## src/source/tone_pkg.sv

```systemverilog
package tone_pkg;

    typedef logic [2:0] unit_t;  // tone length in units

    // pattern lengths in units
    localparam int unsigned CLICK_UNITS    = 2;
    localparam int unsigned SUCCESS_UNITS  = 6;
    localparam int unsigned FAIL_UNITS     = 3;
    localparam int unsigned FAIL_MUTE_UNIT = 1;  // silent gap of the fail tone

    typedef enum logic [1:0] {
        TONE_CLICK,
        TONE_SUCCESS,
        TONE_FAIL
    } tone_kind_e;

    typedef struct packed {
        tone_kind_e kind;
    } tone_req_t;

endpackage

```

## src/source/lock_pkg.sv

```systemverilog
package lock_pkg;

    typedef logic [15:0] keys_t;       // one-hot keypad lines
    typedef logic [3:0]  digit_t;      // bcd, 4'hF is blank
    typedef logic [11:0] display_t;    // three digits, newest in low nibble
    typedef logic [2:0]  tries_t;      // failed attempts
    typedef logic [2:0]  digit_cnt_t;  // digits held in the buffer

    localparam int unsigned NUM_DIGITS = 3;

    localparam digit_t   DIGIT_BLANK = 4'hF;
    localparam display_t DISP_BLANK  = {3{DIGIT_BLANK}};
    localparam display_t DISP_OPEN   = 12'hA55;  // "ASS"
    localparam display_t DISP_LOCKED = 12'h000;

    typedef enum logic [1:0] {
        KEY_DIGIT,
        KEY_ENTER,
        KEY_CLEAR,
        KEY_RESET
    } key_kind_e;

    // one decoded key press
    typedef struct packed {
        key_kind_e kind;
        digit_t    digit;  // only valid for KEY_DIGIT
    } key_evt_t;

    typedef enum logic [1:0] {
        ST_ENTRY,
        ST_OPEN,
        ST_LOCKOUT
    } lock_state_e;

endpackage
```

## src/source/keypad_lock_top.sv

```systemverilog
module keypad_lock_top import lock_pkg::*; import tone_pkg::*; #(
    parameter display_t    PASSCODE     = 12'h246,
    parameter int unsigned MAX_TRIES    = 6,
    parameter int unsigned HALF_CLICK   = 50_000,   // 500 Hz at 50 MHz
    parameter int unsigned HALF_SUCCESS = 25_000,
    parameter int unsigned HALF_FAIL    = 100_000,
    parameter int unsigned LEN_UNIT     = 5_000_000  // 100 ms
) (
    input  logic     clk,
    input  logic     rst_n,
    input  keys_t    keys,
    output display_t display,
    output tries_t   tries,
    output logic     buzzer
);

    logic      key_stb;
    key_evt_t  key_evt;
    logic      tone_stb;
    tone_req_t tone_req;

    key_decoder i_key_decoder (
        .clk     (clk),
        .rst_n   (rst_n),
        .keys    (keys),
        .key_stb (key_stb),
        .key_evt (key_evt)
    );

    code_lock #(
        .PASSCODE  (PASSCODE),
        .MAX_TRIES (MAX_TRIES)
    ) i_code_lock (
        .clk      (clk),
        .rst_n    (rst_n),
        .key_stb  (key_stb),
        .key_evt  (key_evt),
        .display  (display),
        .tries    (tries),
        .tone_stb (tone_stb),
        .tone_req (tone_req)
    );

    tone_generator #(
        .HALF_CLICK   (HALF_CLICK),
        .HALF_SUCCESS (HALF_SUCCESS),
        .HALF_FAIL    (HALF_FAIL),
        .LEN_UNIT     (LEN_UNIT)
    ) i_tone_generator (
        .clk      (clk),
        .rst_n    (rst_n),
        .tone_stb (tone_stb),
        .tone_req (tone_req),
        .buzzer   (buzzer)
    );

endmodule

```

## src/source/tone_generator.sv

```systemverilog
module tone_generator import tone_pkg::*; #(
    parameter int unsigned HALF_CLICK   = 50_000,
    parameter int unsigned HALF_SUCCESS = 25_000,
    parameter int unsigned HALF_FAIL    = 100_000,
    parameter int unsigned LEN_UNIT     = 5_000_000
) (
    input  logic      clk,
    input  logic      rst_n,
    input  logic      tone_stb,
    input  tone_req_t tone_req,
    output logic      buzzer
);

    localparam int unsigned HALF_MAX =
        (HALF_CLICK > HALF_SUCCESS) ?
        ((HALF_CLICK > HALF_FAIL) ? HALF_CLICK : HALF_FAIL) :
        ((HALF_SUCCESS > HALF_FAIL) ? HALF_SUCCESS : HALF_FAIL);
    localparam int HW = $clog2(HALF_MAX + 1);
    localparam int LW = $clog2(LEN_UNIT + 1);

    typedef logic [HW-1:0] half_t;
    typedef logic [LW-1:0] len_t;

    tone_kind_e kind;       // latest request
    logic       active;
    logic       wave;       // square wave before muting
    half_t      ph_cnt;     // cycles into the current half-period
    len_t       cyc_cnt;    // cycles into the current unit
    unit_t      unit_cnt;
    half_t      half;
    unit_t      last_unit;
    logic       mute;

    always_comb begin
        case (kind)
            TONE_SUCCESS: begin
                half      = half_t'(HALF_SUCCESS);
                last_unit = unit_t'(SUCCESS_UNITS - 1);
            end
            TONE_FAIL: begin
                half      = half_t'(HALF_FAIL);
                last_unit = unit_t'(FAIL_UNITS - 1);
            end
            default: begin
                half      = half_t'(HALF_CLICK);
                last_unit = unit_t'(CLICK_UNITS - 1);
            end
        endcase
    end

    assign mute   = (kind == TONE_FAIL) && (unit_cnt == unit_t'(FAIL_MUTE_UNIT));
    assign buzzer = wave && !mute;

    always_ff @(posedge clk or negedge rst_n) begin
        if (!rst_n) begin
            active   <= 1'b0;
            wave     <= 1'b0;
            ph_cnt   <= '0;
            cyc_cnt  <= '0;
            unit_cnt <= '0;
        end else if (tone_stb) begin  // new request pre-empts
            active   <= 1'b1;
            wave     <= 1'b1;
            ph_cnt   <= half_t'(1);
            cyc_cnt  <= len_t'(1);
            unit_cnt <= '0;
        end else if (active) begin
            if (ph_cnt == half) begin
                wave   <= ~wave;
                ph_cnt <= half_t'(1);
            end else begin
                ph_cnt <= ph_cnt + 1'b1;
            end
            if (cyc_cnt == len_t'(LEN_UNIT)) begin
                cyc_cnt <= len_t'(1);
                if (unit_cnt == last_unit) begin  // pattern done, end low
                    active <= 1'b0;
                    wave   <= 1'b0;
                end else begin
                    unit_cnt <= unit_cnt + 1'b1;
                end
            end else begin
                cyc_cnt <= cyc_cnt + 1'b1;
            end
        end
    end

    always_ff @(posedge clk) begin
        if (tone_stb) begin
            kind <= tone_req.kind;
        end
    end

    a_quiet_idle: assert property (
        @(posedge clk) disable iff (!rst_n)
        !active |-> !buzzer
    );

endmodule

```

## src/source/code_lock.sv

```systemverilog
module code_lock import lock_pkg::*; import tone_pkg::*; #(
    parameter display_t    PASSCODE  = 12'h246,
    parameter int unsigned MAX_TRIES = 6
) (
    input  logic      clk,
    input  logic      rst_n,
    input  logic      key_stb,
    input  key_evt_t  key_evt,
    output display_t  display,
    output tries_t    tries,
    output logic      tone_stb,
    output tone_req_t tone_req
);

    lock_state_e state;
    lock_state_e state_nxt;
    digit_cnt_t  digit_cnt;
    digit_cnt_t  cnt_nxt;
    display_t    disp_nxt;
    tries_t      tries_nxt;
    tries_t      tries_inc;
    logic        tone_go;
    tone_kind_e  tone_kind;

    assign tries_inc = tries + 1'b1;

    always_comb begin
        state_nxt = state;
        disp_nxt  = display;
        tries_nxt = tries;
        cnt_nxt   = digit_cnt;
        tone_go   = 1'b0;
        tone_kind = TONE_CLICK;
        if (key_stb) begin
            if (key_evt.kind == KEY_RESET) begin  // master reset, any state
                state_nxt = ST_ENTRY;
                disp_nxt  = DISP_BLANK;
                tries_nxt = '0;
                cnt_nxt   = '0;
            end else begin
                case (state)
                    ST_ENTRY: begin
                        case (key_evt.kind)
                            KEY_DIGIT: begin
                                if (digit_cnt < digit_cnt_t'(NUM_DIGITS)) begin
                                    disp_nxt = {display[7:0], key_evt.digit};  // shift left
                                    cnt_nxt  = digit_cnt + 1'b1;
                                    tone_go  = 1'b1;
                                end
                            end
                            KEY_ENTER: begin
                                if (digit_cnt == digit_cnt_t'(NUM_DIGITS)) begin
                                    cnt_nxt = '0;
                                    tone_go = 1'b1;
                                    if (display == PASSCODE) begin
                                        state_nxt = ST_OPEN;
                                        disp_nxt  = DISP_OPEN;
                                        tone_kind = TONE_SUCCESS;
                                    end else begin
                                        tries_nxt = tries_inc;
                                        tone_kind = TONE_FAIL;
                                        if (tries_inc == tries_t'(MAX_TRIES)) begin
                                            state_nxt = ST_LOCKOUT;
                                            disp_nxt  = DISP_LOCKED;
                                        end else begin
                                            disp_nxt = DISP_BLANK;
                                        end
                                    end
                                end
                            end
                            KEY_CLEAR: begin
                                disp_nxt = DISP_BLANK;  // tries kept
                                cnt_nxt  = '0;
                            end
                            default: ;
                        endcase
                    end
                    ST_OPEN: begin
                        if (key_evt.kind == KEY_CLEAR) begin  // relock
                            state_nxt = ST_ENTRY;
                            disp_nxt  = DISP_BLANK;
                            cnt_nxt   = '0;
                        end
                    end
                    default: ;  // lockout waits for master reset
                endcase
            end
        end
    end

    always_ff @(posedge clk or negedge rst_n) begin
        if (!rst_n) begin
            state     <= ST_ENTRY;
            display   <= DISP_BLANK;
            tries     <= '0;
            digit_cnt <= '0;
            tone_stb  <= 1'b0;
        end else begin
            state     <= state_nxt;
            display   <= disp_nxt;
            tries     <= tries_nxt;
            digit_cnt <= cnt_nxt;
            tone_stb  <= tone_go;
        end
    end

    always_ff @(posedge clk) begin
        if (tone_go) begin
            tone_req <= '{kind: tone_kind};
        end
    end

    a_cnt_range: assert property (
        @(posedge clk) disable iff (!rst_n)
        digit_cnt <= digit_cnt_t'(NUM_DIGITS)
    );

    // lockout must freeze the counter at the limit
    a_tries_range: assert property (
        @(posedge clk) disable iff (!rst_n)
        tries <= tries_t'(MAX_TRIES)
    );

endmodule

```

## src/source/key_decoder.sv

```systemverilog
module key_decoder import lock_pkg::*; (
    input  logic     clk,
    input  logic     rst_n,
    input  keys_t    keys,
    output logic     key_stb,
    output key_evt_t key_evt
);

    keys_t    keys_q;     // sampled keypad
    keys_t    keys_prev;  // sample from the cycle before
    logic     mapped;
    logic     press;
    key_evt_t evt_nxt;

    // single-bit values on a mapped line only
    always_comb begin
        mapped  = 1'b1;
        evt_nxt = '{kind: KEY_DIGIT, digit: DIGIT_BLANK};
        case (keys_q)
            16'h0001: evt_nxt.kind  = KEY_ENTER;
            16'h0008: evt_nxt.digit = 4'd0;
            16'h0080: evt_nxt.digit = 4'd1;
            16'h0040: evt_nxt.digit = 4'd2;
            16'h0020: evt_nxt.digit = 4'd3;
            16'h0800: evt_nxt.digit = 4'd4;
            16'h0400: evt_nxt.digit = 4'd5;
            16'h0200: evt_nxt.digit = 4'd6;
            16'h8000: evt_nxt.digit = 4'd7;
            16'h4000: evt_nxt.digit = 4'd8;
            16'h2000: evt_nxt.digit = 4'd9;
            16'h1000: evt_nxt.kind  = KEY_CLEAR;
            16'h0100: evt_nxt.kind  = KEY_RESET;
            default:  mapped = 1'b0;  // idle, multi-key or unused line
        endcase
    end

    assign press = mapped && (keys_prev == '0);  // only right after a release

    always_ff @(posedge clk or negedge rst_n) begin
        if (!rst_n) begin
            keys_q    <= '0;
            keys_prev <= '0;
            key_stb   <= 1'b0;
        end else begin
            keys_q    <= keys;
            keys_prev <= keys_q;
            key_stb   <= press;
        end
    end

    always_ff @(posedge clk) begin
        if (press) begin
            key_evt <= evt_nxt;
        end
    end

    // a press needs an idle sample before it, so strobes never come back to back
    a_stb_single: assert property (
        @(posedge clk) disable iff (!rst_n)
        key_stb |=> !key_stb
    );

endmodule

```

## config.mk

```make
export PLATFORM = sky130hd
export DESIGN_NAME = keypad_lock_top
export DESIGN_NICKNAME = d
export VERILOG_FILES = /design/src/source/tone_pkg.sv /design/src/source/lock_pkg.sv /design/src/source/keypad_lock_top.sv /design/src/source/tone_generator.sv /design/src/source/code_lock.sv /design/src/source/key_decoder.sv
export SDC_FILE = /design/constraint.sdc
export NUM_CORES = 1
export LEC_CHECK = 0
export BUFFER_PORTS_ARGS = -buffer_cell sky130_fd_sc_hd__buf_4
export CAP_MARGIN = 40
export CORE_UTILIZATION = 45
export CTS_CLUSTER_SIZE = 20
export DETAILED_ROUTE_END_ITERATION = 6
export GPL_TIMING_DRIVEN = 0
export SYNTH_ARGS = -nofsm -noshare
export SYNTH_HDL_FRONTEND = slang
export SYNTH_SLANG_ARGS = --single-unit
```

## constraint.sdc

```tcl
create_clock -name clk -period 5.6 [get_ports clk]
set_input_delay 0.28 -clock clk [delete_from_list [all_inputs] [get_ports clk]]
set_output_delay 0.28 -clock clk [all_outputs]
set_load 0.02 [all_outputs]
```

# Word level (Yosys, flattened, before mapping)
# Index checks and enable logic that the tools add are counted.
# W data, S select, Z words.
dict set report totals {
  out_inout_bits 16
  word_cells 139
  regBits 109
  in_bits 18
}
dict set report op_classes {
  order_cmp 1
  n_eq_ne 35
  bitwise_logic 5
  mux 57
  reduce_logical 19
  addsub 5
}
# cell count
set ops {}
lappend ops {{$mux W12} 6}
lappend ops {{$mux W23} 3}
lappend ops {{$mux W17} 3}
lappend ops {{$pmux W4 S10} 1}
lappend ops {{$mux W3} 13}
lappend ops {{$pmux W12 S3} 1}
lappend ops {{$pmux W17 S2} 1}
lappend ops {{$pmux W12 S2} 1}
lappend ops {{$add A23 B1 Y23 const B} 1}
lappend ops {{$eq A23 B23 Y1 const B} 1}
lappend ops {{$add A17 B1 Y17 const B} 1}
lappend ops {{$eq A17 B17 Y1} 1}
lappend ops {{$eq A16 B1 Y1 const B} 1}
lappend ops {{$eq A16 B10 Y1 const B} 1}
lappend ops {{$eq A16 B11 Y1 const B} 1}
lappend ops {{$eq A16 B12 Y1 const B} 1}
lappend ops {{$eq A16 B13 Y1 const B} 1}
lappend ops {{$eq A16 B14 Y1 const B} 1}
lappend ops {{$eq A16 B15 Y1 const B} 1}
lappend ops {{$eq A16 B16 Y1 const B} 1}
lappend ops {{$eq A16 B4 Y1 const B} 1}
lappend ops {{$eq A16 B6 Y1 const B} 1}
lappend ops {{$eq A16 B7 Y1 const B} 1}
lappend ops {{$eq A16 B8 Y1 const B} 1}
lappend ops {{35 further kinds} 77}

# Logic depth before layout (Yosys ltp)
dict set report depth {
  depth_word 8
  depth_mapped 9
  ltp_nobuf 7
}

# Hierarchy
# From an unflattened synthesis, not the netlist that was laid out.
dict set report unflattened {
  cells_unflattened 555
  hier_area_um2 5735.5
}
# mod n_inst cells_each area_each_um2
set by_module_without_submodules {}
lappend by_module_without_submodules {tone_generator 1 311 2866.5}
lappend by_module_without_submodules {code_lock 1 148 1443.9}
lappend by_module_without_submodules {key_decoder 1 96 1425.1}

# Worst setup path before layout
# Ideal clock, no wire load.
dict set report synth_timing {
  kind {register to register}
  startpoint {register i_key_decoder.keys_q[15]}
  endpoint {register, netlist name i_key_decoder.key_evt[0]}
  n_path_buf 1
  period_less_slack_ps 2519
  arrival_ps 2149
  setup_slack_ps 3081
  stages_incl_launch_ff 7
  path_cell_list {dfrtp_1 > clkbuf_1 > or4_1 > or3_1 > a2111oi_2 > nor3_1 > a21oi_1}
}
dict set report synth_via {
  elab_chain_cells 4
  word_cells_on_any_way 16
  cone_classes {eq/ne (13); mux (1); reduce/logical (2)}
}
# item line
set synth_lines {}
lappend synth_lines {{from (decl)} key_decoder.sv:9} ;# keys_t keys_q;
lappend synth_lines {{from (signal assigned)} key_decoder.sv:45} ;# keys_q <= keys;
lappend synth_lines {{$eq A16 B4 Y1, or another cell as far along} key_decoder.sv:19} ;# case (keys_q)
lappend synth_lines {{$reduce_or A13 Y1 (no source line) *} -}
lappend synth_lines {{$mux W1 *} key_decoder.sv:19}
lappend synth_lines {{$logic_and A1 B1 Y1 *} key_decoder.sv:37} ;# assign press = mapped && (keys_prev == '0);
lappend synth_lines {{net i_key_decoder.press} key_decoder.sv:12} ;# logic press;
# Mark *: on every way through the listed nets, which the timed path passes. The rest lies on a longest branch.
# A chain may end at the register's enable or synchronous reset.

# Worst setup path after layout
dict set report layout_timing {
  startpoint {register i_key_decoder.keys_q[5]}
  endpoint {register, netlist name i_key_decoder.key_evt[0]}
}
dict set report layout_via {
  elab_chain_cells 4
  word_cells_on_any_way 16
  cone_classes {eq/ne (13); mux (1); reduce/logical (2)}
}
# item line
set layout_lines {}
lappend layout_lines {{$eq A16 B4 Y1, or another cell as far along} key_decoder.sv:19}
lappend layout_lines {{$reduce_or A13 Y1 (no source line) *} -}
lappend layout_lines {{$mux W1 *} key_decoder.sv:19}
lappend layout_lines {{$logic_and A1 B1 Y1 *} key_decoder.sv:37}
lappend layout_lines {{net i_key_decoder.press} key_decoder.sv:12}
# Marked as above.

==> impl_metrics.toml <==
[run_status]
status = "complete, no violations"

[sta]
worstMarginPinSlew_ns = 0.812
slew_violations = 0
skew_ns = 0.00770
hold_viol_final = 0
setup_tns_ns = 0
timing.final.crit_share_pct = 52.4
fin_ws_ns = 2.66
max_freq_ghz = 0.341
timing.hold.ws_ns = 0.0239
min_period_ns = 2.94
setup_violations = 0
rsz0062_at_grt = "no"
maxSlewHeadroom_pct = 45.6

[floorplanning]
dieWidth_um = 112
core_area_um2 = 11600
initial_core_util_pct = 47.1
ios = 34
rows = 39
die_h_um = 112
dieArea_um2 = 12600

[worst_hold_path]
min_to = "i_key_decoder.keys_q[0]$_DFF_PN0_"
hold_depth = 1
hold_path.class = "primary input to flip-flop"
min_from = "keys[0]"

[worst_setup_path]
critical_path.startpoint_type = "flip-flop"
worstSetupPathType = "flip-flop to flip-flop"
required_ns = 5.59
cp_slowest_cell = "nor4_1"
crit_fanout = 7
crit_path_end_kind = "flip-flop"
reg2regPathDepth = 5
path_buf_inv = 0
worstReg2RegEnd = "i_key_decoder.key_evt[0]$_DFFE_PP_"
worstPathArrival_ns = 2.93
worst_path_largest_cell_delay_ns = 0.64
crit_family = "simple AND/OR/NAND/NOR gates"
rr_startpoint = "i_key_decoder.keys_q[5]$_DFF_PN0_"
crit_chain = "nor4_1 -> nand3_1 -> a2111oi_0 -> nor3_1 -> a21oi_1"
path_depth = 5
rrSetupSlack_ns = 2.66

[final_layout]
syn_to_final_growth_pct = 13.6
n_antenna_cell = 0
mostFrequentLayoutCell = "dfrtp_1"
n_fill_cell = 1068
layout-drive-gt1-share_pct = 12.4
final_area_um2 = 6220
layout_common_cells = "87 x dfrtp_1, 55 x nor2_1, 41 x nand2_1"
fin_nets = 636

[clock_tree]
clockBufferDepth = 2
cts.clk_slew.worst_paths_ns = 0.07
post-cts-setup-buffers = 0
cts_sinks = 109
cts_resized = 0
cts_tree = "yes"
htree_levels = 3
clk_latency_ns = 0.36
cts-root-buf = "clkbuf_16"
cts_hold_buf = 1
cts_buffers = 9

[routing]
routed_wl_um = 12300
avgRoutedWirePerCell_um = 16.4
vias_per_cell = 5.87
detailedRoute.firstPassIterationCount = 5
num_vias = 4399
drc = 0
initialDrtViolationCount = 252
ant_nets = 0

[yosys]
syn_area_um2 = 5470
synth_edf_count = 10
async_flop_share_pct = 90.8
yosys_warnings = 0
synth_fp_nets = 590
ys_dominant_reg_cell = "dfrtp_1"
syn_inst = 556
ys_ff_latch = 109
syn_avg_cell_area_um2 = 9.85
synthDistinctLibCells = 66
seq_area_frac_synth_pct = 51.0

[global_routing]
grt_antenna_before_repair = 0
grt_first_pass_wirelength_um = 20900
track_usage_pct = 20.9
grt_pass1_vias = 4254
grt_max_degree = 69
grt.overflow.total = 0

[placement]
place_ws_ns = 2.70
dp_hpwl_um = 8580
placed_area_um2 = 5930
place_congestion = 0.817
io_buffer_count = 33

[power_and_ir_drop]
total_leakage_power_nw = 2.55
ir_worst_vdd_uv = 203
powerDensity_nw_per_um2 = 237

[job]
drv_cap = 0
==> sequential cells by signal, indices dropped and copies added (netlist names) <==
register	count
i_code_lock.digit_cnt	3
i_code_lock.display	12
i_code_lock.state	2
i_code_lock.tone_req	2
i_code_lock.tone_stb	1
i_code_lock.tries	3
i_key_decoder.key_evt	6
i_key_decoder.key_stb	1
i_key_decoder.keys_prev	16
i_key_decoder.keys_q	16
i_tone_generator.active	1
i_tone_generator.cyc_cnt	23
i_tone_generator.kind	2
i_tone_generator.ph_cnt	17
i_tone_generator.unit_cnt	3
i_tone_generator.wave	1
==> per-layer routing <==
metal	wire, um	share of wire (%)	global-route usage, %
met1	5610	46	26.8
met2	6090	49	35.7
met3	469	3.8	4.86
met4	148	1.2	5.33
met5	0	0	0
==> final cells by class <==
| cell class | count | area (um^2) | area share [%] |
|---|---|---|---|
| repair buffers | 35 | 285 | 4.59 |
| inverters | 26 | 97.6 | 1.57 |
| plain buffers | 25 | 109 | 1.75 |
| well taps | 143 | 179 | 2.88 |
| flip-flops and latches | 109 | 2790 | 44.9 |
| multi-input cells | 396 | 2470 | 39.8 |
| clock buffers | 10 | 229 | 3.68 |
| clock inverters | 6 | 51.3 | 0.825 |
==> worst max-delay path by stage <==
stage                                            start                            endpoint  slack, ns
finish               i_key_decoder.keys_q[5]$_DFF_PN0_  i_key_decoder.key_evt[0]$_DFFE_PP_       2.66
global route         i_key_decoder.keys_q[5]$_DFF_PN0_  i_key_decoder.key_evt[4]$_DFFE_PP_       2.32
CTS                 i_key_decoder.keys_q[15]$_DFF_PN0_  i_key_decoder.key_evt[4]$_DFFE_PP_       2.69
detailed placement  i_key_decoder.keys_q[15]$_DFF_PN0_  i_key_decoder.key_evt[1]$_DFFE_PP_       2.70
global placement    i_key_decoder.keys_q[15]$_DFF_PN0_  i_key_decoder.key_evt[1]$_DFFE_PP_       2.75
floorplan           i_key_decoder.keys_q[15]$_DFF_PN0_  i_key_decoder.key_evt[0]$_DFFE_PP_       3.08
==> per-stage QoR <==
stage          total power, mW  cells  utilization, %
6_report                  1.47    750            53.5
5_1_grt                   1.52    750            53.5
4_1_cts                   1.49    750            53.5
3_5_place_dp             0.871    733            51.0
3_3_place_gp             0.867    732            50.8
2_1_floorplan            0.841    556               -
==> cell usage after synthesis, types with 3 or more instances <==
master	n	area [um^2]
nor4_1	10	62.6
o221ai_1	3	26.3
and2_1	4	25.0
ha_1	16	200
a21oi_1	29	145
nand2_1	41	154
o211ai_1	4	30.0
a31o_2	3	26.3
nand4_1	17	106
and4_1	5	43.8
nor4b_1	9	78.8
nand3_1	24	120
a31oi_1	10	62.6
a22oi_1	5	37.5
nor2_1	55	206
nor3_1	21	105
inv_1	25	93.8
o21ai_0	33	165
dfrtp_1	87	2180
buf_1	3	11.3
clkbuf_1	20	75.1
xnor2_1	15	131
or4_1	3	22.5
edfxtp_1	10	300
dfstp_2	12	315
xor2_1	14	123
o31ai_1	4	30.0
and3_1	9	56.3
or3_1	16	100
==> power breakdown <==
part	internal [mW]	switching (mW)
sequential	0.807	0.0109
clock	0.310	0.308
combinational	0.0159	0.0205
==> kinds of logic (layout without fill, tap and decap cells) <==
| group | count (synthesis) | after routing | share of synthesized area (%) |
|---|---|---|---|
| AND/OR/NAND/NOR | 232 | 232 | 22.6 |
| AO/OA/AOI/OAI | 116 | 116 | 13.8 |
| flip-flops | 109 | 109 | 51.0 |
| buffers and inverters | 51 | 102 | 3.77 |
| XOR/XNOR | 29 | 29 | 4.64 |
| adder cells (fa/ha/maj) | 16 | 16 | 3.66 |
| multiplexers | 3 | 3 | 0.571 |
(Power assumes the default switching activity.)
